`src/source/ifu_params.svh`:
```
// cache geometry and fetch constants, included by the package and any RTL that needs them
`ifndef IFU_PARAMS_SVH
`define IFU_PARAMS_SVH

// associativity of the instruction cache
`define IFU_NUM_WAYS 2

// sets per way
`define IFU_NUM_SETS 64

// 32-bit words in one line, 16 bytes
`define IFU_WORDS_PER_LINE 4

// first fetch address after reset
`define IFU_RESET_PC 32'h8000_0000

// start value of the replacement lfsr, never zero
`define IFU_LFSR_SEED 16'hace1

// addi x0, x0, 0
`define IFU_NOP 32'h0000_0013

`endif

```
`src/source/ifu_pkg.sv`:
```
// shared fetch unit types and address helpers, compiled ahead of every RTL file
`include "ifu_params.svh"

package ifu_pkg;

    localparam int INDEX_W = $clog2(`IFU_NUM_SETS);
    localparam int OFFSET_W = $clog2(`IFU_WORDS_PER_LINE);
    // byte offset bits inside one line
    localparam int LINE_OFF_W = OFFSET_W + 2;
    localparam int TAG_W = 32 - INDEX_W - LINE_OFF_W;

    typedef logic [31:0] word_t;
    typedef word_t [`IFU_WORDS_PER_LINE-1:0] line_t;
    typedef logic [INDEX_W-1:0] index_t;
    typedef logic [OFFSET_W-1:0] offset_t;
    typedef logic [TAG_W-1:0] tag_t;

    typedef struct packed {
        tag_t tag;
        logic valid;
    } meta_t;

    typedef logic [$clog2(`IFU_NUM_WAYS)-1:0] way_t;
    typedef logic [`IFU_NUM_WAYS-1:0] way_mask_t;

    typedef enum logic [2:0] {
        CLEARING,
        IDLE,
        WAIT_ARREADY,
        RECEIVING,
        REFILL,
        FLUSH_WAIT_ARREADY,
        FLUSH_RECEIVING
    } fetch_state_t;

    function automatic index_t index_of(input word_t addr);
        return addr[LINE_OFF_W +: INDEX_W];
    endfunction

    function automatic tag_t tag_of(input word_t addr);
        return addr[31 -: TAG_W];
    endfunction

    function automatic offset_t offset_of(input word_t addr);
        return addr[2 +: OFFSET_W];
    endfunction

    // address of the first byte of the line
    function automatic word_t line_base(input word_t addr);
        return {addr[31:LINE_OFF_W], {LINE_OFF_W{1'b0}}};
    endfunction

endpackage

```
`src/source/fetch_pipe.sv`:
```
// fetch pipeline with pc register, cache read stage and output stage feeding the decoder
`timescale 1ns/1ns
`include "ifu_params.svh"

module fetch_pipe (
    input  logic            clk,
    input  logic            rst,
    input  logic            flush,
    input  ifu_pkg::word_t  redirect_pc,
    input  logic            stall,
    output ifu_pkg::index_t rd_index,
    output ifu_pkg::word_t  rd_pc,
    input  logic            hit,
    input  ifu_pkg::word_t  hit_word,
    input  ifu_pkg::way_t   victim,
    input  ifu_pkg::line_t  refill_line,
    output ifu_pkg::word_t  out_pc,
    output logic            out_valid,
    output logic            out_hit,
    output ifu_pkg::way_t   out_victim,
    output ifu_pkg::word_t  fetch_pc,
    output ifu_pkg::word_t  fetch_inst,
    output logic            fetch_valid
);
    import ifu_pkg::*;

    word_t pc;
    word_t npc;
    logic  rd_valid;
    word_t out_word;

    // no prediction, redirect or fall through
    assign npc = flush ? redirect_pc : pc + 32'd4;

    always_ff @(posedge clk or posedge rst) begin
        if (rst) begin
            pc <= `IFU_RESET_PC;
        end else if (flush || !stall) begin
            pc <= npc;
        end
    end

    // while held, re-read the line of rd_pc so the ram output keeps matching it
    assign rd_index = stall ? index_of(rd_pc) : index_of(pc);

    always_ff @(posedge clk or posedge rst) begin
        if (rst) begin
            rd_valid  <= 1'b0;
            rd_pc     <= '0;
            out_valid <= 1'b0;
            out_hit   <= 1'b0;
            out_pc    <= '0;
        end else begin
            if (flush) begin
                rd_valid  <= 1'b0;
                out_valid <= 1'b0;
            end else if (!stall) begin
                rd_valid  <= 1'b1;
                out_valid <= rd_valid;
            end
            if (!stall) begin
                rd_pc   <= pc;
                out_pc  <= rd_pc;
                out_hit <= hit;
            end
        end
    end

    always_ff @(posedge clk) begin
        if (!stall) begin
            out_word   <= hit_word;
            out_victim <= victim;
        end
    end

    assign fetch_pc = out_pc;

    // a miss shows only once its line has landed and the pipe may move
    assign fetch_valid = out_valid && !flush && (out_hit || !stall);

    assign fetch_inst = !fetch_valid ? `IFU_NOP :
                        out_hit ? out_word : refill_line[offset_of(out_pc)];

endmodule

```
`config.mk`:
```
export PLATFORM = sky130hd
export DESIGN_NAME = fetch_pipe
export DESIGN_NICKNAME = d
export VERILOG_FILES = /design/src/source/ifu_pkg.sv /design/src/source/fetch_pipe.sv
export VERILOG_INCLUDE_DIRS = /design/src /design/src/source
export SDC_FILE = /design/constraint.sdc
export NUM_CORES = 1
export LEC_CHECK = 0
export ABC_AREA = 1
export BUFFER_PORTS_ARGS = -buffer_cell sky130_fd_sc_hd__buf_4
export CELL_PAD_IN_SITES_DETAIL_PLACEMENT = 1
export CELL_PAD_IN_SITES_GLOBAL_PLACEMENT = 1
export CORE_ASPECT_RATIO = 1.5
export CORE_UTILIZATION = 23
export DETAILED_ROUTE_END_ITERATION = 16
export PLACE_DENSITY_LB_ADDON = 0.15
export SLEW_MARGIN = 30
export SYNTH_ARGS = -nofsm -noshare
export SYNTH_HDL_FRONTEND = slang
export SYNTH_SLANG_ARGS = --single-unit
```
`constraint.sdc`:
```
create_clock -name clk -period 3.2 [get_ports clk]
set_input_delay 0.16 -clock clk [delete_from_list [all_inputs] [get_ports clk]]
set_output_delay 0.16 -clock clk [all_outputs]
set_load 0.005 [all_outputs]
```
==> results of run 1 <==
stage by stage:
stage	instance area (um2)	setup WS [ns]	hold slack [ns]
after global routing	11140	0.6190	0.004814
final	11140	0.7740	0.01416
after global placement	10000	1.153	0.2634
after floorplan	7327	0.4512	0.2589
after detailed placement	10000	1.071	0.2706
after CTS	11140	0.7070	0.0007107
how the worst max path moves through the flow:
stage                             from                       to  slack [ns]  cells after the start
2_1_floorplan                      rst  fetch_pc[0]$_DFFE_PP0N_        0.45                      1
6_report       fetch_pc[3]$_DFFE_PP0N_           fetch_inst[20]        0.77                      8
4_1_cts        fetch_pc[3]$_DFFE_PP0N_           fetch_inst[19]        0.71                      8
3_5_place_dp                     stall       pc[18]$_DFFE_PP0N_        1.07                      7
3_3_place_gp                     stall       pc[16]$_DFFE_PP0N_        1.15                      7
5_1_grt        fetch_pc[3]$_DFFE_PP0N_           fetch_inst[19]        0.62                      8
kinds of logic (layout without fill, tap and decap cells):
kind of cell | Yosys count | in the layout
AO/OA/AOI/OAI | 189 | 189
XOR/XNOR | 14 | 14
adder cells (fa/ha/maj) | 1 | 1
buffers and inverters | 173 | 525
flip-flops | 132 | 132
AND/OR/NAND/NOR | 462 | 462
critical path, stage by stage, from the launching register on:
cell	delay, ns
dfrtp_1	0.36
buf_4	0.24
inv_1	0.09
buf_4	0.37
o21ai_0	0.16
o22ai_1	0.33
o21ai_1	0.11
inv_1	0.08
buf_4	0.10
power groups by stage:
stage / Clock, mW / Sequential [mW] / Combinational (mW)
floorplan: 0 / 2.07 / 0.620
global placement: 0 / 2.13 / 1.24
detailed placement: 0 / 2.13 / 1.26
CTS: 2.07 / 2.10 / 1.32
global route: 2.14 / 2.12 / 1.43
finish: 2.01 / 2.09 / 1.28
cells in the final DEF, fill, tap and decap left out, types with 3 or more instances in the layout:
cell and instances:
buf_4 347, inv_4 3, nand4_1 5, nor2_4 6, nand2_2 4, o21bai_1 7, o21ai_0 105, xor2_1 12
nor2_1 149, o22ai_1 30, clkinv_2 3, clkbuf_8 5, inv_1 87, dfrtp_1 97, o21ai_1 30, nor2_2 4
dlygate4sd3_1 52, nand2_1 248, nand3_1 39, edfxtp_1 33, inv_2 4, clkbuf_16 19, a21oi_1 14
routing by layer:
metal	wire, um	GRT usage, %	part of all wire, %
met3	1711	3.897	5.6
met1	11910	20.51	39
met2	15910	34.29	52
met5	0	0	0
met4	996	8.591	3.3
final cells by class:
| type | instances | area [um2] |
|---|---|---|
| Fill cell | 3824 | 20000 |
| Sequential cell | 132 | 3471 |
| Timing Repair Buffer | 400 | 3146 |
| Multi-Input combinational cell | 666 | 3048 |
| Clock buffer | 26 | 551.8 |
| Tap cell | 405 | 506.7 |
| Inverter | 93 | 354.1 |
| Clock inverter | 6 | 60.06 |
flip-flops by register name, indices dropped and copies added, names as in the netlist:
| register | cells |
|---|---|
| rd_pc | 32 |
| pc | 32 |
| out_word | 32 |
| out_victim | 1 |
| rd_valid | 1 |
| fetch_pc | 32 |
| out_valid | 1 |
| out_hit | 1 |
==> flow_summary.ini, run 1 <==
[power]
swShare_pct = 29.59
seqPwrFrac_pct = 38.8
clkPwrFrac_pct = 37.4
p_switching_mw = 1.595
power_density_mw_per_mm2 = 484.1
leakagePower_nw = 5.676
intPower_mw = 3.796
comb_power_share_pct = 23.8
vdd.ir_drop.worst_v = 0.0003546
power_mw = 5.392

[min_path]
whs_path_depth = 3
hp-start = redirect_pc[22]
min_path_type = in -> reg
min_to = pc[22]$_DFFE_PP0N_

[setup_path]
r2r_end = pc[24]$_DFFE_PP0N_
required_ns = 3.04
path_max_fanout = 36
crit_arrival_ns = 2.27
startpoint_type = flop
critPathKind = reg -> out
rrSetupSlack_ns = 1.50
ff2ff_path_depth = 8
r2r-start = pc[3]$_DFFE_PP0N_
end_kind = output pin

[synthesis]
synth_top_area_share_pct = 33.47
synthMostInstantiatedCell = nand2_1
synth-seq-cells = 132
yosys-top-cells-count = nand2_1, nor2_1, o21ai_0
yosysWarnings = 0
synth_area_leaders = dfrtp_1, edfxtp_1, nand2_1, nor2_1, o21ai_0
yosys.area_share.adder_pct = 0.1708
synth-compound-area-share_pct = 13.78
synth_flop_cell = dfrtp_1
yosysSeqAreaShare_pct = 47.35
yosys.area_share.xor_xnor_pct = 1.673
ys_async_sr_fraction_pct = 75.00
synth.mux.area_fraction_pct = 0
synth.net_count = 1170
yosysTopAreaCell = dfrtp_1
avgSynthCellArea_um2 = 7.546
synth.distinct_cells = 32
synth_simple_gate_area_share_pct = 25.97
synth-edff-count = 33
synth_area_mm2 = 0.007327
synth_top_family_by_area = simple AND/OR/NAND/NOR gates
syn_inst = 971

[floorplanning]
fp-row-count = 79
num_io_pins = 336
start_util_pct = 23.53
die_h_um = 220.6
core_area_mm2 = 0.03114
die_x_um = 147.7
die-area_mm2 = 0.03259

[global_routing]
antenna_found_initial = 0
grt_max_degree = 72
grt_pass1_vias = 7838
grt.total_usage_pct = 18.69
overflow = 0
grt_pass1_wl_mm = 45.46

[run_status]
status = complete, no violations

[clock_network]
post_cts_buffers = 0
post_cts_resized = 0
clock_path_buffers = 2
cts.sinks = 132
hold_buffers = 52
clkTransAtPathRegs_ns = 0.06
cts-root-buf = clkbuf_16
htreeDepth = 4
cts_tree = done
clk_latency_ns = 0.44
cts_buffers = 17

[timing]
clock_skew_ns = 0.007303
relSlewSlack_pct = 51.99
max_freq_mhz = 412.2
tightestPinTransition_ns = 0.7176
fin_setup_tns_ns = 0
final_hold_viol_count = 0
rsz0062_at_grt = false
layout_min_cycle_time_ns = 2.426
period_share_pct = 75.81
drv_slew = 0
setup_viol = 0

[place]
io_buffers = 335
routabilityCongestion = 0.8628
dp.cells = 1644
hpwl_mm = 23.29

[routing]
routedWlPerCell_um = 17.67
totalWireLength_mm = 30.53
vias = 7642
vias_per_cell = 4.422
first_iter_violations = 308
drc = 0
dr.pass1.iters = 4
final_antenna_net_count = 0

[job]
drv_cap = 0

[finish]
drive_gt1_share_pct = 30.61
diodes = 0
fin_nets = 1509
fin_util_pct = 35.77
fin_cells = 1728
area.growth.synth_to_final_pct = 52.00
Note: power is estimated with default switching activity, not from simulation.
==> run 2, diff against run 1 <==
clock period = 2.38 ns   (was 3.2 ns; I/O delays follow)
==> run 2 against run 1 <==
  * Setup slack lost 0.44 ns
  * Register-to-register slack lost 0.75 ns
  * Wire length fell by 0.98%
  * Sequential cell count unchanged
  * Sequential power increased by 35%
  * Worst hold slack gained 0.0093 ns
  * Total power increased by 32%
  * Final area up 1.7%
  * Clock-buffer cell count up 2
  * Critical path type unchanged
  * Highest routed layer unchanged
==> flow_summary.ini, run 2 (synthesis gave the netlist of run 1 again) <==
[routing]
dr.pass1.iters = 4
vias_per_cell = 4.342
routedWlPerCell_um = 17.29
drc = 0
vias = 7595
final_antenna_net_count = 0
totalWireLength_mm = 30.23
first_iter_violations = 265

[global_routing]
overflow = 0
grt_max_degree = 70
grt.total_usage_pct = 18.45
antenna_found_initial = 0
grt_pass1_wl_mm = 45.45
grt_pass1_vias = 7849

[timing]
setup_viol = 0
relSlewSlack_pct = 58.34
rsz0062_at_grt = false
max_freq_mhz = 488.4
period_share_pct = 86.02
layout_min_cycle_time_ns = 2.047
clock_skew_ns = 0.005566
fin_setup_tns_ns = 0
tightestPinTransition_ns = 0.6236
final_hold_viol_count = 0
drv_slew = 0

[clock_network]
hold_buffers = 64
htreeDepth = 4
post_cts_resized = 0
clk_latency_ns = 0.44
clock_path_buffers = 2
cts.sinks = 132
clkTransAtPathRegs_ns = 0.06
cts_buffers = 17
post_cts_buffers = 0
cts_tree = done
cts-root-buf = clkbuf_16

[setup_path]
startpoint_type = flop
crit_arrival_ns = 1.93
required_ns = 2.26
path_max_fanout = 15
end_kind = output pin
crit_path_top_delay_cell = dfrtp_1
worstPathCellList = inv_1 > nor2_1 > nand2_2 > buf_12 > nor2_1 > o21ai_1 > inv_1 > buf_4
max_stage_delay_ns = 0.36
critPathKind = reg -> out

[floorplanning]
core_area_mm2 = 0.03114
die_x_um = 147.7
die_h_um = 220.6
fp-row-count = 79
start_util_pct = 23.53
die-area_mm2 = 0.03259
num_io_pins = 336

[power]
leakagePower_nw = 5.756
power_density_mw_per_mm2 = 630.7
vdd.ir_drop.worst_v = 0.0005008
power_mw = 7.142

[finish]
area.growth.synth_to_final_pct = 54.54
drive_gt1_share_pct = 30.58
diodes = 0
fillCellCount = 3823
final_common_cell = buf_4
fin_nets = 1530
final_cell_mix = buf_4, nand2_1, nor2_1, o21ai_0, dfrtp_1

[run_status]
status = complete, no violations

[job]
drv_cap = 0

[place]
hpwl_mm = 23.09
routabilityCongestion = 0.8895
io_buffers = 335

[min_path]
min_path_type = in -> reg
## run 2: cell count changes in the layout (fill, tap and decap cells not counted), sizes merged
cell and change:
dlygate4sd3 +12, clkbuf +2, clkinv -1, inv -2, buf +9, clkinvlp +1
## run 2: critical path, delay by kind of cell, from the launching register on
family                 cells  cell delay, ns
and+or+nand+nor            3            0.54
buffers and inverters      4            0.49
DFF                        1            0.36
AOI/OAI and AO/OA          1            0.10
## run 2: layout make-up
type / count / area (um2) / share of cell area [%]
clock buffer: 28 / 526.8 / 4.652
clock inverter: 4 / 45.04 / 0.3978
inverter: 93 / 355.3 / 3.138
multi-input combinational: 666 / 3048 / 26.92
sequential: 132 / 3471 / 30.65
tap: 405 / 506.7 / 4.475
timing repair buffer: 421 / 3371 / 29.77
## run 2: path summary, 6_finish.rpt
check | end | startpoint | slack [ns] | cells after the start
worst max-delay path | fetch_inst[30] | out_valid$_DFFE_PP0N_ | 0.33 | 8
worst min-delay path | pc[14]$_DFFE_PP0N_ | redirect_pc[14] | 0.02 | 4
worst max register to register | pc[24]$_DFFE_PP0N_ | pc[3]$_DFFE_PP0N_ | 0.75 | 8
worst min register to register | fetch_pc[23]$_DFFE_PP0N_ | rd_pc[23]$_DFFE_PP0N_ | 0.50 | 2
max in group asynchronous | pc[31]$_DFFE_PP1N_ | rst | 1.28 | 4
min in group asynchronous | fetch_pc[25]$_DFFE_PP0N_ | rst | 0.33 | 3
## run 2: routing by layer
layer	vias to the layer above	routed length [um]	GRT usage, %
li1	3794	-	-
met1	3533	12260	20.74
met2	234	15790	34.25
met3	34	1485	3.546
met4	0	692	6.873
met5	-	0	0
## run 2: per-stage QoR
step	std cells	worst slack (ns)	utilization, %	hold WS [ns]	instance area [um2]
3_3_place_gp	1653	0.6511	32.47	0.2469	10110
6_report	1749	0.3327	36.37	0.02346	11320
2_1_floorplan	971	0.6248	-	0.2179	7331
3_5_place_dp	1653	0.6366	32.47	0.2425	10110
5_1_grt	1749	0.1679	36.37	0.04606	11320
4_1_cts	1749	0.2679	36.37	0.003866	11320
## run 2: power breakdown
part / switching (mW) / total [mW] / internal [mW]
Combinational: 0.880 / 1.75 / 0.871
Clock: 0.974 / 2.57 / 1.60
Sequential: 0.240 / 2.82 / 2.58
Total: 2.09 / 7.14 / 5.05
==> run 3, diff against run 2 <==
CAP_MARGIN = 20   (was default)
CTS_BUF_LIST = sky130_fd_sc_hd__clkbuf_2   (was default)
==> run 3 against run 2 <==
  * Utilization is 3.5 points higher
  * Maximum frequency is 9.9% lower
  * Clock skew is 0.023 ns higher
  * Register-to-register slack worse by 0.55 ns
  * Clock power is 53% lower
  * Combinational power is 25% higher
  * Worst hold slack better by 0.26 ns
  * Setup slack worse by 0.22 ns
  * Die area stayed put
  * Highest routed layer unchanged
==> flow_summary.ini, run 3 (synthesis gave the netlist of run 1 again) <==
[floorplanning]
die_x_um = 147.7
core_area_mm2 = 0.03114
die_h_um = 220.6
start_util_pct = 23.53
die-area_mm2 = 0.03259
num_io_pins = 336
fp-row-count = 79

[run_status]
status = complete, no violations

[global_routing]
grt_pass1_wl_mm = 48.51
overflow = 0
grt.total_usage_pct = 19.62
grt_pass1_vias = 8523
antenna_found_initial = 1
grt_max_degree = 60

[timing]
rsz0062_at_grt = true
hold_ws_ns = 0.2804
layout_min_cycle_time_ns = 2.272
clock_skew_ns = 0.02883
period_share_pct = 95.45
tightestPinTransition_ns = 0.6359
max_freq_mhz = 440.2
final_hold_viol_count = 0
relSlewSlack_pct = 57.52
drv_slew = 0
setup_viol = 0

[power]
power_mw = 6.213
leakagePower_nw = 6.169
power_density_mw_per_mm2 = 500.7
vdd.ir_drop.worst_v = 0.0002218

[clock_network]
cts.sinks = 132
cts_tree = done
clk_latency_ns = 0.76
clkTransAtPathRegs_ns = 0.20
htreeDepth = 4
cts-root-buf = clkbuf_2
cts_buffers = 17
clock_path_buffers = 2

[finish]
final_cell_mix = buf_4, nand2_1, dlygate4sd3_1, nor2_1, dfrtp_1
fin_nets = 1644
drive_gt1_share_pct = 32.65
area.growth.synth_to_final_pct = 69.36
final_common_cell = buf_4

[min_path]
whs_path_depth = 4
min_path_type = in -> reg

[setup_path]
startpoint_type = flop
end_kind = output pin
rrSetupSlack_ns = 0.20
path_max_fanout = 17
critPathKind = reg -> out
r2r-start = pc[3]$_DFFE_PP0N_
critPathLaunch = fetch_pc[2]$_DFFE_PP0N_
ff2ff_path_depth = 9
worstSetupEndpoint = fetch_inst[24]
crit_arrival_ns = 2.15
required_ns = 2.26
r2r_end = pc[24]$_DFFE_PP0N_

[place]
hpwl_mm = 23.09
routabilityCongestion = 0.8895
io_buffers = 335

[routing]
dr.pass1.iters = 4
vias = 8182
first_iter_violations = 336
totalWireLength_mm = 32.48
drc = 0
routedWlPerCell_um = 17.42
vias_per_cell = 4.389
final_antenna_net_count = 0

[job]
drv_cap = 0
==> run 3: stage by stage <==
step	instance area [um2]	utilization, %	setup WS [ns]	cells	TNS (ns)
global placement	10110	32.47	0.6511	1653	0
finish	12410	39.86	0.1083	1864	0
global route	12410	39.86	-0.1710	1864	-3.477
floorplan	7331	-	0.6248	971	0
CTS	12110	38.89	-0.02953	1854	-0.2861
detailed placement	10110	32.47	0.6366	1653	0
==> run 3: how the worst min path moves through the flow <==
stage | end | startpoint | slack [ns]
2_1_floorplan | out_victim$_DFFE_PN_ | victim | 0.22
3_3_place_gp | fetch_pc[19]$_DFFE_PP0N_ | rst | 0.25
3_5_place_dp | fetch_pc[25]$_DFFE_PP0N_ | rst | 0.24
4_1_cts | rd_pc[29]$_DFFE_PP0N_ | stall | 0.14
5_1_grt | rd_valid$_DFFE_PP0N_ | stall | 0.15
6_report | rd_pc[29]$_DFFE_PP0N_ | stall | 0.28
==> run 3: layout make-up <==
type,instances,area (um2)
fill,3829,18730
timing repair buffer,535,4636
sequential,132,3472
multi-input combinational,666,3244
tap,405,506.7
inverter,93,370.4
clock buffer,22,110.1
clock inverter,10,67.56
antenna,1,2.502
==> run 3: where the power goes <==
part           internal [mW]  switching (mW)  leakage [nW]
Clock                  0.375           0.839         0.132
Combinational           1.15            1.03          4.50
Sequential              2.57           0.247          1.54
Total                   4.10            2.11          6.17
==> run 3: metal layers <==
metal / up-vias / track usage [%] / wire (um) / part of all wire [%]
li1: 4030 / - / - / -
met1: 3867 / 21.47 / 12630 / 39
met2: 251 / 37.23 / 17480 / 54
met3: 34 / 3.979 / 1616 / 5.0
met4: 0 / 6.701 / 759 / 2.3
met5: - / 0 / 0 / 0
==> run 3: repair_timing <==
action | in CTS | in global routing
setup buffers | 8 | 8
gates cloned | 2 | 2
gates resized for setup | 48 | 71
endpoints found under the setup margin | 32 | 32
hold endpoints to repair | 195 | 0
pin swaps | 2 | 22
hold buffers | 160 | 0
==> run 3: critical path, cell delays in order, from the launching register on <==
cell	delay, ns
dfrtp_2	0.52
buf_8	0.17
buf_16	0.16
nor2_1	0.13
o22ai_1	0.10
o21ai_1	0.14
inv_1	0.06
buf_4	0.13
