<file path="src/source/ifu_params.svh">
// cache geometry and fetch constants, included by the package and any RTL that needs them
`ifndef IFU_PARAMS_SVH
`define IFU_PARAMS_SVH

// associativity of the instruction cache
`define IFU_NUM_WAYS 2

// sets per way
`define IFU_NUM_SETS 64

// 32-bit words in one line, 16 bytes
`define IFU_WORDS_PER_LINE 4

// first fetch address after reset
`define IFU_RESET_PC 32'h8000_0000

// start value of the replacement lfsr, never zero
`define IFU_LFSR_SEED 16'hace1

// addi x0, x0, 0
`define IFU_NOP 32'h0000_0013

`endif

</file>
<file path="src/source/ifu_pkg.sv">
// shared fetch unit types and address helpers, compiled ahead of every RTL file
`include "ifu_params.svh"

package ifu_pkg;

    localparam int INDEX_W = $clog2(`IFU_NUM_SETS);
    localparam int OFFSET_W = $clog2(`IFU_WORDS_PER_LINE);
    // byte offset bits inside one line
    localparam int LINE_OFF_W = OFFSET_W + 2;
    localparam int TAG_W = 32 - INDEX_W - LINE_OFF_W;

    typedef logic [31:0] word_t;
    typedef word_t [`IFU_WORDS_PER_LINE-1:0] line_t;
    typedef logic [INDEX_W-1:0] index_t;
    typedef logic [OFFSET_W-1:0] offset_t;
    typedef logic [TAG_W-1:0] tag_t;

    typedef struct packed {
        tag_t tag;
        logic valid;
    } meta_t;

    typedef logic [$clog2(`IFU_NUM_WAYS)-1:0] way_t;
    typedef logic [`IFU_NUM_WAYS-1:0] way_mask_t;

    typedef enum logic [2:0] {
        CLEARING,
        IDLE,
        WAIT_ARREADY,
        RECEIVING,
        REFILL,
        FLUSH_WAIT_ARREADY,
        FLUSH_RECEIVING
    } fetch_state_t;

    function automatic index_t index_of(input word_t addr);
        return addr[LINE_OFF_W +: INDEX_W];
    endfunction

    function automatic tag_t tag_of(input word_t addr);
        return addr[31 -: TAG_W];
    endfunction

    function automatic offset_t offset_of(input word_t addr);
        return addr[2 +: OFFSET_W];
    endfunction

    // address of the first byte of the line
    function automatic word_t line_base(input word_t addr);
        return {addr[31:LINE_OFF_W], {LINE_OFF_W{1'b0}}};
    endfunction

endpackage

</file>
<file path="src/source/icache_wr_if.sv">
// cache write command from the refill controller to the cache store, for clears and refills
`timescale 1ns/1ns

interface icache_wr_if;
    import ifu_pkg::*;

    // one enable per way, meta and data written together
    way_mask_t wen;
    index_t    index;
    // valid low while clearing, high on a refill
    meta_t     meta;
    line_t     line;

    modport ctrl (
        output wen,
        output index,
        output meta,
        output line
    );

    modport store (
        input wen,
        input index,
        input meta,
        input line
    );

endinterface

</file>
<file path="src/source/refill_ctrl.sv">
// refill controller that clears the cache after reset and fetches missing lines over the burst bus
`timescale 1ns/1ns
`include "ifu_params.svh"

module refill_ctrl (
    input  logic           clk,
    input  logic           rst,
    input  logic           flush,
    input  logic           cpu_busy,
    input  ifu_pkg::word_t out_pc,
    input  logic           out_valid,
    input  logic           out_hit,
    input  ifu_pkg::way_t  out_victim,
    icache_wr_if.ctrl      wr,
    output ifu_pkg::line_t refill_line,
    output logic           busy,
    output logic           bus_arvalid,
    input  logic           bus_arready,
    output ifu_pkg::word_t bus_araddr,
    output logic [3:0]     bus_rlen,
    input  logic           bus_rvalid,
    input  ifu_pkg::word_t bus_rdata,
    input  logic           bus_rlast,
    output logic           bus_rready
);
    import ifu_pkg::*;

    fetch_state_t state;
    fetch_state_t next;
    index_t       clr_idx;
    offset_t      beat;
    // refilled word still waiting for the cpu to take it
    logic         refill_held;
    logic         beat_ok;
    logic         last_ok;

    // address stays put while waiting, the pipe is stalled by busy
    assign bus_arvalid = (state == WAIT_ARREADY) || (state == FLUSH_WAIT_ARREADY);
    assign bus_araddr  = line_base(out_pc);
    assign bus_rlen    = 4'(`IFU_WORDS_PER_LINE);
    assign bus_rready  = (state == RECEIVING) || (state == FLUSH_RECEIVING);
    assign beat_ok     = bus_rvalid && bus_rready;
    assign last_ok     = beat_ok && bus_rlast;

    always_comb begin
        next = state;
        case (state)
            CLEARING: begin
                if (&clr_idx) begin
                    next = IDLE;
                end
            end
            IDLE: begin
                if (out_valid && !out_hit && !refill_held && !flush) begin
                    next = WAIT_ARREADY;
                end
            end
            WAIT_ARREADY: begin
                if (bus_arready) begin
                    next = flush ? FLUSH_RECEIVING : RECEIVING;
                end else if (flush) begin
                    next = FLUSH_WAIT_ARREADY;
                end
            end
            RECEIVING: begin
                if (last_ok) begin
                    next = flush ? IDLE : REFILL;
                end else if (flush) begin
                    next = FLUSH_RECEIVING;
                end
            end
            REFILL: next = IDLE;
            // request already on the bus, finish it and drop the data
            FLUSH_WAIT_ARREADY: begin
                if (bus_arready) begin
                    next = FLUSH_RECEIVING;
                end
            end
            FLUSH_RECEIVING: begin
                if (last_ok) begin
                    next = IDLE;
                end
            end
            default: next = IDLE;
        endcase
    end

    assign busy = (next != IDLE);

    always_ff @(posedge clk or posedge rst) begin
        if (rst) begin
            state       <= CLEARING;
            clr_idx     <= '0;
            beat        <= '0;
            refill_held <= 1'b0;
        end else begin
            state <= next;
            if (state == CLEARING) begin
                clr_idx <= clr_idx + 1'b1;
            end
            if (bus_arvalid && bus_arready) begin
                beat <= '0;
            end else if (state == RECEIVING && beat_ok) begin
                beat <= beat + 1'b1;
            end
            refill_held <= (state == REFILL || refill_held) && cpu_busy && !flush;
        end
    end

    // burst assembly
    always_ff @(posedge clk) begin
        if (state == RECEIVING && beat_ok) begin
            refill_line[beat] <= bus_rdata;
        end
    end

    // clear every way of a set per cycle, or write the refilled line to the victim
    assign wr.index = (state == CLEARING) ? clr_idx : index_of(out_pc);
    assign wr.meta  = '{tag: tag_of(out_pc), valid: state == REFILL};
    assign wr.line  = refill_line;

    always_comb begin
        wr.wen = '0;
        if (state == CLEARING) begin
            wr.wen = '1;
        end else if (state == REFILL) begin
            wr.wen[out_victim] = 1'b1;
        end
    end

endmodule

</file>
<file path="src/flat_wrapper.sv">
// flat-port wrapper written by rule: the top's interface ports become plain ports
module refill_ctrl_flat import ifu_pkg::*;
  (clk, rst, flush, cpu_busy, out_pc, out_valid, out_hit, out_victim, refill_line, busy, bus_arvalid, bus_arready, bus_araddr, bus_rlen, bus_rvalid, bus_rdata, bus_rlast, bus_rready, wr_wen, wr_index, wr_meta, wr_line);
  icache_wr_if wr_i ();
  input  logic clk;
  input  logic rst;
  input  logic flush;
  input  logic cpu_busy;
  input  ifu_pkg::word_t out_pc;
  input  logic out_valid;
  input  logic out_hit;
  input  ifu_pkg::way_t out_victim;
  output ifu_pkg::line_t refill_line;
  output logic busy;
  output logic bus_arvalid;
  input  logic bus_arready;
  output ifu_pkg::word_t bus_araddr;
  output logic [3:0] bus_rlen;
  input  logic bus_rvalid;
  input  ifu_pkg::word_t bus_rdata;
  input  logic bus_rlast;
  output logic bus_rready;
  output wire logic [$bits(wr_i.wen)-1:0] wr_wen;
  output wire logic [$bits(wr_i.index)-1:0] wr_index;
  output wire logic [$bits(wr_i.meta)-1:0] wr_meta;
  output wire logic [$bits(wr_i.line)-1:0] wr_line;
  assign wr_wen = wr_i.wen;
  assign wr_index = wr_i.index;
  assign wr_meta = wr_i.meta;
  assign wr_line = wr_i.line;
  refill_ctrl u_core (.clk(clk), .rst(rst), .flush(flush), .cpu_busy(cpu_busy), .out_pc(out_pc), .out_valid(out_valid), .out_hit(out_hit), .out_victim(out_victim), .wr(wr_i), .refill_line(refill_line), .busy(busy), .bus_arvalid(bus_arvalid), .bus_arready(bus_arready), .bus_araddr(bus_araddr), .bus_rlen(bus_rlen), .bus_rvalid(bus_rvalid), .bus_rdata(bus_rdata), .bus_rlast(bus_rlast), .bus_rready(bus_rready));
endmodule
</file>
<file path="config.mk">
export PLATFORM = sky130hd
export DESIGN_NAME = refill_ctrl_flat
export DESIGN_NICKNAME = d
export VERILOG_FILES = /design/src/source/ifu_pkg.sv /design/src/source/icache_wr_if.sv /design/src/source/refill_ctrl.sv /design/src/flat_wrapper.sv
export VERILOG_INCLUDE_DIRS = /design/src /design/src/source
export SDC_FILE = /design/constraint.sdc
export NUM_CORES = 1
export LEC_CHECK = 0
export ABC_AREA = 0
export ABC_CLOCK_PERIOD_IN_PS = 5200
export BUFFER_PORTS_ARGS = -buffer_cell sky130_fd_sc_hd__clkbuf_2
export CAP_MARGIN = 20
export CORE_AREA = 2 2 156 158
export DETAILED_ROUTE_END_ITERATION = 6
export DIE_AREA = 0 0 158 160
export GPL_TIMING_DRIVEN = 0
export SETUP_SLACK_MARGIN = 0.4
export SYNTH_ARGS = -nofsm -noshare
export SYNTH_HDL_FRONTEND = slang
export SYNTH_SLANG_ARGS = --single-unit
</file>
<file path="constraint.sdc">
create_clock -name clk -period 5.2 [get_ports clk]
set_input_delay 1.04 -clock clk [delete_from_list [all_inputs] [get_ports clk]]
set_output_delay 1.04 -clock clk [all_outputs]
set_load 0.02 [all_outputs]
</file>
==> results summary, run 1 <==
The synthesized flop and latch total is 140. The die is 158 um wide. The core occupancy in the finished layout came out at 37.9%. STA classifies the critical path endpoint as an output port. The total area of multi-input combinational cells came out at 557 um^2. The worst endpoint required time is 4.16 ns.

Summing the sequential cell areas from Yosys gives 67.7% of the chip area. The post-CTS setup buffer count is 0. The detailed-placement wirelength estimate came out at 13100 um.

The leakage power total came out at 4.31 nW. The power density normalized to cell area is 345 nW/um^2. The global-route wire length before repair is 22800 um. The slew at the pin closest to its max-slew limit is 0.522 ns. For this run, the post-layout net count is 881.

The startpoint identified for the worst register-to-register timing path is u_core.state[2]$_DFF_PP0_. The number of distinct library cells after synthesis came out at 38. The number of buffers inserted by port buffering is 365. Across the whole layout, storage elements account for 4140 um^2. The die covers 25300 um^2. The remaining routing DRC violations came out at 0.

The number of placement rows came out at 57. The starting density of the core is 25.7%. The most common flop cell mapped by yosys is sky130_fd_sc_hd__edfxtp_1. The share of final-layout standard cells stronger than drive strength 1 came out at 74.0%. The setup path with the least slack is of type primary input to output port. The clock reaches the later pin of the worst-skew pair after 0.41 ns.

The remaining number of nets flagged by the antenna check after routing came out at 0. The max capacitance violation total is 0. The placer's final routability congestion estimate is 0.777. The count of fill cells added during filler insertion came out at 2369. The number of sinks driven by the clock tree came out at 140. The post-cts hold buffer count is 0. The yosys synthesis warning count came out at 0. The first routing iteration left 96 violations. The number of endpoints with negative hold slack in the final report is 0. The cell sitting at the root of the clock tree is a sky130_fd_sc_hd__clkbuf_16. TritonCTS built the clock tree.

The final critical path takes up 66.2% of the cycle. The smallest clock period supported by the final layout is computed as 3.44 ns. The detailed-route vias per instance is 3.71. Measured in cells, the most critical reg-to-reg path has a length of 5. The H-tree generated during clock tree synthesis spans 4 levels. The min-delay analysis places its worst path in the category register to register. The repair_antennas step left the layout with diodes totalling 0. The cell count after synthesis came out at 408. The beginning of the worst hold path is u_core.clr_idx[5]$_DFFE_PP0P_. The peak clock frequency supported by timing is 291 MHz. The worst hold path stage count came out at 1. The number of synthesized flops with an enable pin is 128. The proportion of synthesized flip-flops having asynchronous set or reset is 8.57%. Compared with the post-synthesis result, the final layout area differs by 47.4%.

Clock-pin slew was measured on the worst setup and hold paths at 0.06 ns. Of all nets on the critical path, the largest fanout is 4. The run finished with clean final reports. The number of vias after detailed routing is 4225. The vertical die dimension is 160 um. The worst register-to-register path ends at u_core.refill_line[98]$_DFFE_PP_. The relative slew slack came out at 65.2%. Setup repair after global routing left no endpoint under its margin.

In this run the count of I/O pins placed on the die edge is 400. The worst hold slack after final layout is 0.519 ns. Leaving out fill and tap cells, the most frequent cells in the layout are sky130_fd_sc_hd__clkbuf_2, sky130_fd_sc_hd__buf_4, sky130_fd_sc_hd__edfxtp_1.

The initial antenna violation count is 0. The floorplan core area came out at 23800 um^2. The number of buffers added by the clock tree synthesis step came out at 17. The most common library cell in the layout ignoring fill and taps is sky130_fd_sc_hd__clkbuf_2.

The first TritonRoute pass finished after 4 iterations. The average detailed-routed wire length per instance is 14.3 um. The total global routing overflow is 0.

The end of the worst hold path is u_core.clr_idx[5]$_DFFE_PP0P_. STA classifies the critical path startpoint as a primary input. In this run the register-to-register setup slack is 3.03 ns. In the final timing run, aggregate negative setup slack is 0 ns. The maximum resistive drop on vdd came out at 0.000199 V. The maximum clock path buffer count is 2. Setup violations remaining at the end of the flow were counted as 0. The clock arrives with 0.0108 ns of skew. The number of gates resized after CTS is 0. The via count of the first global-routing pass is 4092. In this run the mean area of a mapped cell was 15.0 um^2. The max-slew violation count came out at 0. The post-synth design cell area came out at 6120 um^2.

The data arrival time of the worst path is 2.40 ns. The routed wire length is 16300 um. Across every metal layer, demand over resource in global routing totals 12.3%. The largest net degree at the start of global routing is 24.
registers in the layout, summed over array words and instances (netlist names):
| name | count |
|---|---|
| u_core.clr_idx | 6 |
| u_core.refill_line | 128 |
| u_core.refill_held | 1 |
| u_core.state | 3 |
| u_core.beat | 2 |
final cells by class:
class | count | area share (%)
Inverter | 7 | 0.291
Clock inverter | 14 | 1.40
Buffer | 191 | 15.8
Tap cell | 324 | 4.49
Multi-Input combinational cell | 76 | 6.17
Sequential cell | 140 | 45.9
Clock buffer | 18 | 4.76
Timing Repair Buffer | 369 | 21.2
layer usage:
| layer | GRT usage (%) | part of all wire, % |
|---|---|---|
| met1 | 12.7 | 36 |
| met2 | 22.9 | 53 |
| met3 | 4.78 | 10 |
| met4 | 3.15 | 0.65 |
| met5 | 0 | 0 |
how the worst max path moves through the flow:
stage | start | end | slack [ns] | cells after the start
6_report | flush | busy | 1.76 | 6
5_1_grt | flush | busy | 1.71 | 6
4_1_cts | flush | busy | 1.76 | 6
3_5_place_dp | flush | busy | 1.77 | 6
3_3_place_gp | bus_rvalid | u_core.refill_line[104]$_DFFE_PP_ | 1.66 | 4
2_1_floorplan | flush | busy | 1.98 | 4
critical path: stages:
cell	delay (ns)
sky130_fd_sc_hd__clkbuf_2	0.12
sky130_fd_sc_hd__or4b_1	0.53
sky130_fd_sc_hd__o21ai_2	0.17
sky130_fd_sc_hd__o22ai_1	0.11
sky130_fd_sc_hd__o211ai_1	0.21
sky130_fd_sc_hd__clkbuf_2	0.21
stage by stage:
stage / instances / power (mW) / area (um^2) / setup WS [ns]
2_1_floorplan: 414 / 1.81 / 6140 / 1.98
3_3_place_gp: 1103 / 2.00 / 8380 / 1.66
3_5_place_dp: 1107 / 2.02 / 8470 / 1.77
4_1_cts: 1139 / 3.16 / 9020 / 1.76
5_1_grt: 1139 / 3.27 / 9020 / 1.71
6_report: 1139 / 3.12 / 9020 / 1.76
where the power goes:
| group | total [mW] | leakage (nW) | internal (mW) | switching [mW] |
|---|---|---|---|---|
| clock | 1.13 | 0.264 | 0.629 | 0.503 |
| sequential | 1.35 | 1.30 | 1.29 | 0.0552 |
| combinational | 0.634 | 2.74 | 0.271 | 0.363 |
| total | 3.12 | 4.31 | 2.19 | 0.921 |
Yosys cell counts, types with 2 or more instances:
cell type,count,area [um^2]
sky130_fd_sc_hd__a211oi_1,3,22.5
sky130_fd_sc_hd__a21oi_1,2,10.0
sky130_fd_sc_hd__and2_1,6,37.5
sky130_fd_sc_hd__buf_2,2,10.0
sky130_fd_sc_hd__buf_4,187,1400
sky130_fd_sc_hd__clkbuf_1,2,7.51
sky130_fd_sc_hd__conb_1,2,7.51
sky130_fd_sc_hd__dfrtp_1,12,300
sky130_fd_sc_hd__edfxtp_1,128,3840
sky130_fd_sc_hd__ha_1,5,62.6
sky130_fd_sc_hd__inv_1,7,26.3
sky130_fd_sc_hd__mux2_2,7,78.8
sky130_fd_sc_hd__mux2i_1,2,20.0
sky130_fd_sc_hd__nand2_1,5,18.8
sky130_fd_sc_hd__nand2b_1,2,12.5
sky130_fd_sc_hd__nand4_1,2,12.5
sky130_fd_sc_hd__nor2_1,4,15.0
sky130_fd_sc_hd__nor2b_1,3,18.8
sky130_fd_sc_hd__o21ai_0,3,15.0
sky130_fd_sc_hd__xnor2_1,5,43.8
sky130_fd_sc_hd__xor2_1,2,17.5
cells by family (layout without fill, tap and decap cells):
logic type | after synthesis | in the layout | synth area share, %
AOI/OAI and AO/OA | 17 | 17 | 2.00
DFF | 140 | 140 | 67.7
buffers and inverters | 198 | 599 | 23.7
and+or+nand+nor | 30 | 30 | 2.88
muxes | 9 | 9 | 1.61
other | 2 | 8 | 0.123
adders and majority gates | 5 | 5 | 1.02
xor gates and xnor gates | 7 | 7 | 1.00
(Power assumes the default switching activity.)
==> inputs of run 2 (changes only) <==
- ABC_AREA: 0 -> 1
- ABC_CLOCK_PERIOD_IN_PS: 5200 -> 3250
- CORE_AREA: 2 2 156 158 -> 2 2 155 157
- DIE_AREA: 0 0 158 160 -> 0 0 157 159
- clock period: 5.2 -> 3.25 ns (I/O delays scaled with it)
==> results summary, run 2 <==
The initial detailed-routing violation count is 141 (+47%). The number of sinks driven by the clock tree is 140 (unchanged). The share of total power consumed by net switching came out at 30.5% (+0.89 points). The number of top-level pins is 400 (unchanged). The horizontal die dimension is 157 um (-0.63%).

The number of buffers added by the clock tree synthesis step came out at 17 (unchanged). The die area is 25000 um^2 (-1.3%). The H-tree depth reported by CTS is 4 (unchanged). The total area of multi-input combinational cells came to 566 um^2 (+1.6%).

The share of final-layout standard cells stronger than drive strength 1 came out at 69.8% (-4.2 points). In the synthesized netlist, the cells that appear most often are sky130_fd_sc_hd__buf_4, sky130_fd_sc_hd__edfxtp_1, sky130_fd_sc_hd__nand2_1. In the final layout, the registers with the most flip-flops are u_core.refill_line x128, u_core.clr_idx x6, u_core.state x3. The post-cts hold buffer count came out at 0 (unchanged). The data arrival time of the worst path came out at 1.78 ns (-0.62 ns). The max-slew violation count is 0 (unchanged). The worst endpoint required time came out at 2.60 ns (-1.56 ns). The worst setup path is launched from a register. The total power came out at 5.21 mW (+67%). The placer's final routability congestion estimate was 0.822 (+5.8%). The worst setup timing slack at the placement stage came out at 0.860 ns (-0.906 ns). The internal portion of total power was 3.62 mW (+65%). The flip-flop count of the largest register, all copies and words added came out at 128 (unchanged). The worst setup path is of the register to output port kind. The share of the cycle needed by the critical path after routing came out at 74.8%. The total global routing overflow came out at 0 (unchanged). The critical path launch point is u_core.state[1]$_DFF_PP0_. The met3 track demand over resource came out at 5.04% (+0.26 points). The clock tree skew after final layout came out at 0.00946 ns (-0.00132 ns).

The worst-skew pair later-pin latency is 0.41 ns (about the same). The number of endpoints with negative hold slack in the final report came out at 0 (unchanged). The post-synth design cell area came out at 6160 um^2 (+0.70%).

The number of cells on the worst reg-to-reg path was 6 (+1). The starting density of the core is 26.6% (+0.88 points). The post-synthesis instance total came out at 453 (+11%).

The max capacitance violation total came out at 0 (unchanged). The peak clock frequency supported by timing is 411 MHz. The clock slew seen by the registers of the worst setup and hold paths came out at 0.06 ns (about the same). The synthesized design spends more area on one cell type than any other, namely sky130_fd_sc_hd__edfxtp_1. The detailed-route vias per instance came out at 3.69 (-0.53%).

The routed wire length is 16500 um (+1.6%). The total track usage came out at 12.7% (+0.43 points). More flip-flops sit in one register than any other, and that register is u_core.refill_line. The number of distinct library cells after synthesis is 23 (-39%). The final antenna diode count is 0 (unchanged). The global-route wire length before repair is 23400 um (+2.6%). The register-to-register path setup slack came to 0.85 ns (-2.18 ns). The worst register-to-register path begins at u_core.state[2]$_DFF_PP0_. The top-area cell type share of the netlist area came out at 62.4% (-0.43 points). The most heavily used metal layer in global routing is met2. By instance count, the leading cell after synthesis is sky130_fd_sc_hd__buf_4. The remaining number of nets flagged by the antenna check after routing is 0 (unchanged). The layout net count came out at 926 (+5.1%). The destination of the critical timing path is busy. The clock period minus worst slack came out at 2.43 ns. The worst hold slack after final layout is 0.228 ns (-0.290 ns). The most used flip-flop cell after synthesis is sky130_fd_sc_hd__edfxtp_1. The largest driver fanout on the critical path is 5 (+1). The average detailed-routed wire length per instance came to 14.0 um (-1.8%). The fraction of met1 tracks used by global routing was 13.8% (+1.1 points). The clock group share of total power was 37.5% (+1.2 points). The slew at the pin closest to its max-slew limit is 0.694 ns (+0.173 ns). The arithmetic-cell share of the synthesized area counting full adders, half adders and majority gates is 1.02% (-0.0071 points). In this run the critical register-to-register path is captured at u_core.refill_line[20]$_DFFE_PP_. The floorplan core area is 23200 um^2 (-2.6%). The largest net degree at the start of global routing came to 20 (-17%). The synthesis-to-layout area growth came out at 48.4%.

TritonCTS built the clock tree. The maximum resistive drop on vdd came out at 0.000329 V (+66%). The maximum clock path buffer count is 2 (unchanged). The fraction of synthesized area in multiplexers was 0% (-1.6 points). The initial antenna violation count came out at 0 (unchanged). The path category of the worst min-delay check is primary input to asynchronous set/reset pin. The simple-gate share of the synthesized area came to 5.46% (+2.6 points). The number of gates resized after CTS came out at 0 (unchanged). The share of synthesized area occupied by flip-flops and latches was 67.2% (-0.47 points).

The via count of the first global-routing pass is 3996 (-2.3%). The post-CTS setup buffer count came out at 0 (unchanged). The first-pass detailed-route iteration total came out at 4 (unchanged). The combinational power share is 21.0% (+0.6 points). The total negative slack came out at 0 ns (unchanged).

The detailed-placement wirelength estimate came out at 13000 um (-1.4%). The sequential cell area was 4140 um^2 (unchanged). In the layout the commonest cells are sky130_fd_sc_hd__clkbuf_2, sky130_fd_sc_hd__buf_4, sky130_fd_sc_hd__edfxtp_1. The remaining routing DRC violations is 0 (unchanged). The number of placement rows is 56 (-1.8%). The number of failing setup endpoints in the final timing report is 0 (unchanged). The power density normalized to cell area came out at 570 nW/um^2 (+65%).

The run finished with clean final reports. The count of fill cells added during filler insertion is 2229 (-5.9%). The xor and xnor area share after synthesis came to 0.853% (-0.15 points). Setup repair after global routing left no endpoint under its margin.

The register share of total power is 41.5% (-1.8 points). The leakage power total came out at 4.44 nW (+3.0%). The relative slew slack came out at 53.6% (-12 points). The worst-case setup margin in the final layout was 0.819 ns (-0.940 ns). The clock tree root driver cell is sky130_fd_sc_hd__clkbuf_16.

The net load switching power is 1.59 mW (+72%). The area fraction in compound gates after synthesis came to 0.873% (-1.1 points). The met2 usage is 22.9% (-0.058 points).

The mean instance size in the synthesized netlist came out at 13.6 um^2 (-9.3%). The yosys synthesis warning count is 0 (unchanged). The number of synthesized flops with an enable pin came to 128 (unchanged). By area the synthesized netlist is led by sky130_fd_sc_hd__edfxtp_1, sky130_fd_sc_hd__buf_4, sky130_fd_sc_hd__dfrtp_1.

STA classifies the critical path endpoint as an output port. The most common library cell in the layout ignoring fill and taps is sky130_fd_sc_hd__clkbuf_2. The synthesized flop and latch total came out at 140 (unchanged).

The proportion of synthesized flip-flops having asynchronous set or reset came out at 8.57% (unchanged). By area, the combinational part of the netlist is dominated by buffers and inverters. The vertical die dimension came to 159 um (-0.63%). The number of vias after detailed routing is 4350 (+3.0%). The number of buffers inserted by port buffering was 365 (unchanged).
==> run 2: cell count changes in the layout (fill, tap and decap cells not counted), moves of 4 or more <==
cell                      change
sky130_fd_sc_hd__mux2_2       -7
sky130_fd_sc_hd__nand3_1     +12
sky130_fd_sc_hd__and2_2       -4
sky130_fd_sc_hd__nor2_1       +9
sky130_fd_sc_hd__nand2_1     +33
sky130_fd_sc_hd__nor2_4       +6
sky130_fd_sc_hd__inv_1       +15
==> run 2: metal layers <==
layer | share of wire (%) | vias up
met1 | 37 | 2020
met2 | 53 | 211
met5 | 0 | -
met3 | 9.1 | 5
met4 | 0.72 | 0
li1 | - | 2114
==> run 2: per-stage QoR <==
stage / cells / util (%) / cell area (um^2)
after floorplan: 459 / - / 6190
after CTS: 1179 / 39.4 / 9150
after global routing: 1179 / 39.4 / 9150
after global placement: 1143 / 36.3 / 8410
final: 1179 / 39.4 / 9150
after detailed placement: 1147 / 36.8 / 8540
==> run 2: critical path, stage by stage (launching register included) <==
cell,delay (ns)
sky130_fd_sc_hd__dfrtp_1,0.48
sky130_fd_sc_hd__inv_2,0.12
sky130_fd_sc_hd__nor2_4,0.11
sky130_fd_sc_hd__nand2_1,0.10
sky130_fd_sc_hd__o22ai_1,0.17
sky130_fd_sc_hd__inv_1,0.06
sky130_fd_sc_hd__nand3_1,0.11
sky130_fd_sc_hd__nand2_1,0.07
sky130_fd_sc_hd__clkbuf_2,0.15
==> run 2: logic make-up (layout without fill, tap and decap cells) <==
kind of cell	count (synthesis)	in the layout
and+or+nand+nor	77	77
xor gates and xnor gates	6	6
AOI/OAI and AO/OA	10	10
DFF	140	140
adders and majority gates	5	5
buffers and inverters	213	614
other	2	8
==> run 2: worst min-delay path by stage <==
stage	end	slack (ns)	cells after the start
5_1_grt	u_core.refill_held$_DFF_PP0_	0.24	2
3_5_place_dp	u_core.clr_idx[3]$_DFFE_PP0P_	0.49	1
6_report	u_core.clr_idx[3]$_DFFE_PP0P_	0.23	2
3_3_place_gp	u_core.clr_idx[3]$_DFFE_PP0P_	0.49	1
2_1_floorplan	u_core.clr_idx[3]$_DFFE_PP0P_	0.46	1
4_1_cts	u_core.state[0]$_DFF_PP0_	0.23	2
==> run 2: final cells by class <==
type                       count  area share [%]
buffer                       188            15.4
clock buffer                  17            4.65
clock inverter                15            1.93
inverter                      25            1.03
multi-input combinational    106            6.18
sequential                   140            45.3
tap                          319            4.36
timing repair buffer         369            21.1
==> run 2: power groups by stage <==
stage	Combinational [mW]	Clock (mW)	Sequential [mW]
2_1_floorplan	0.712	0	2.22
3_3_place_gp	1.07	0	2.20
3_5_place_dp	1.11	0	2.20
4_1_cts	1.11	2.01	2.16
5_1_grt	1.20	2.10	2.17
6_report	1.10	1.95	2.16
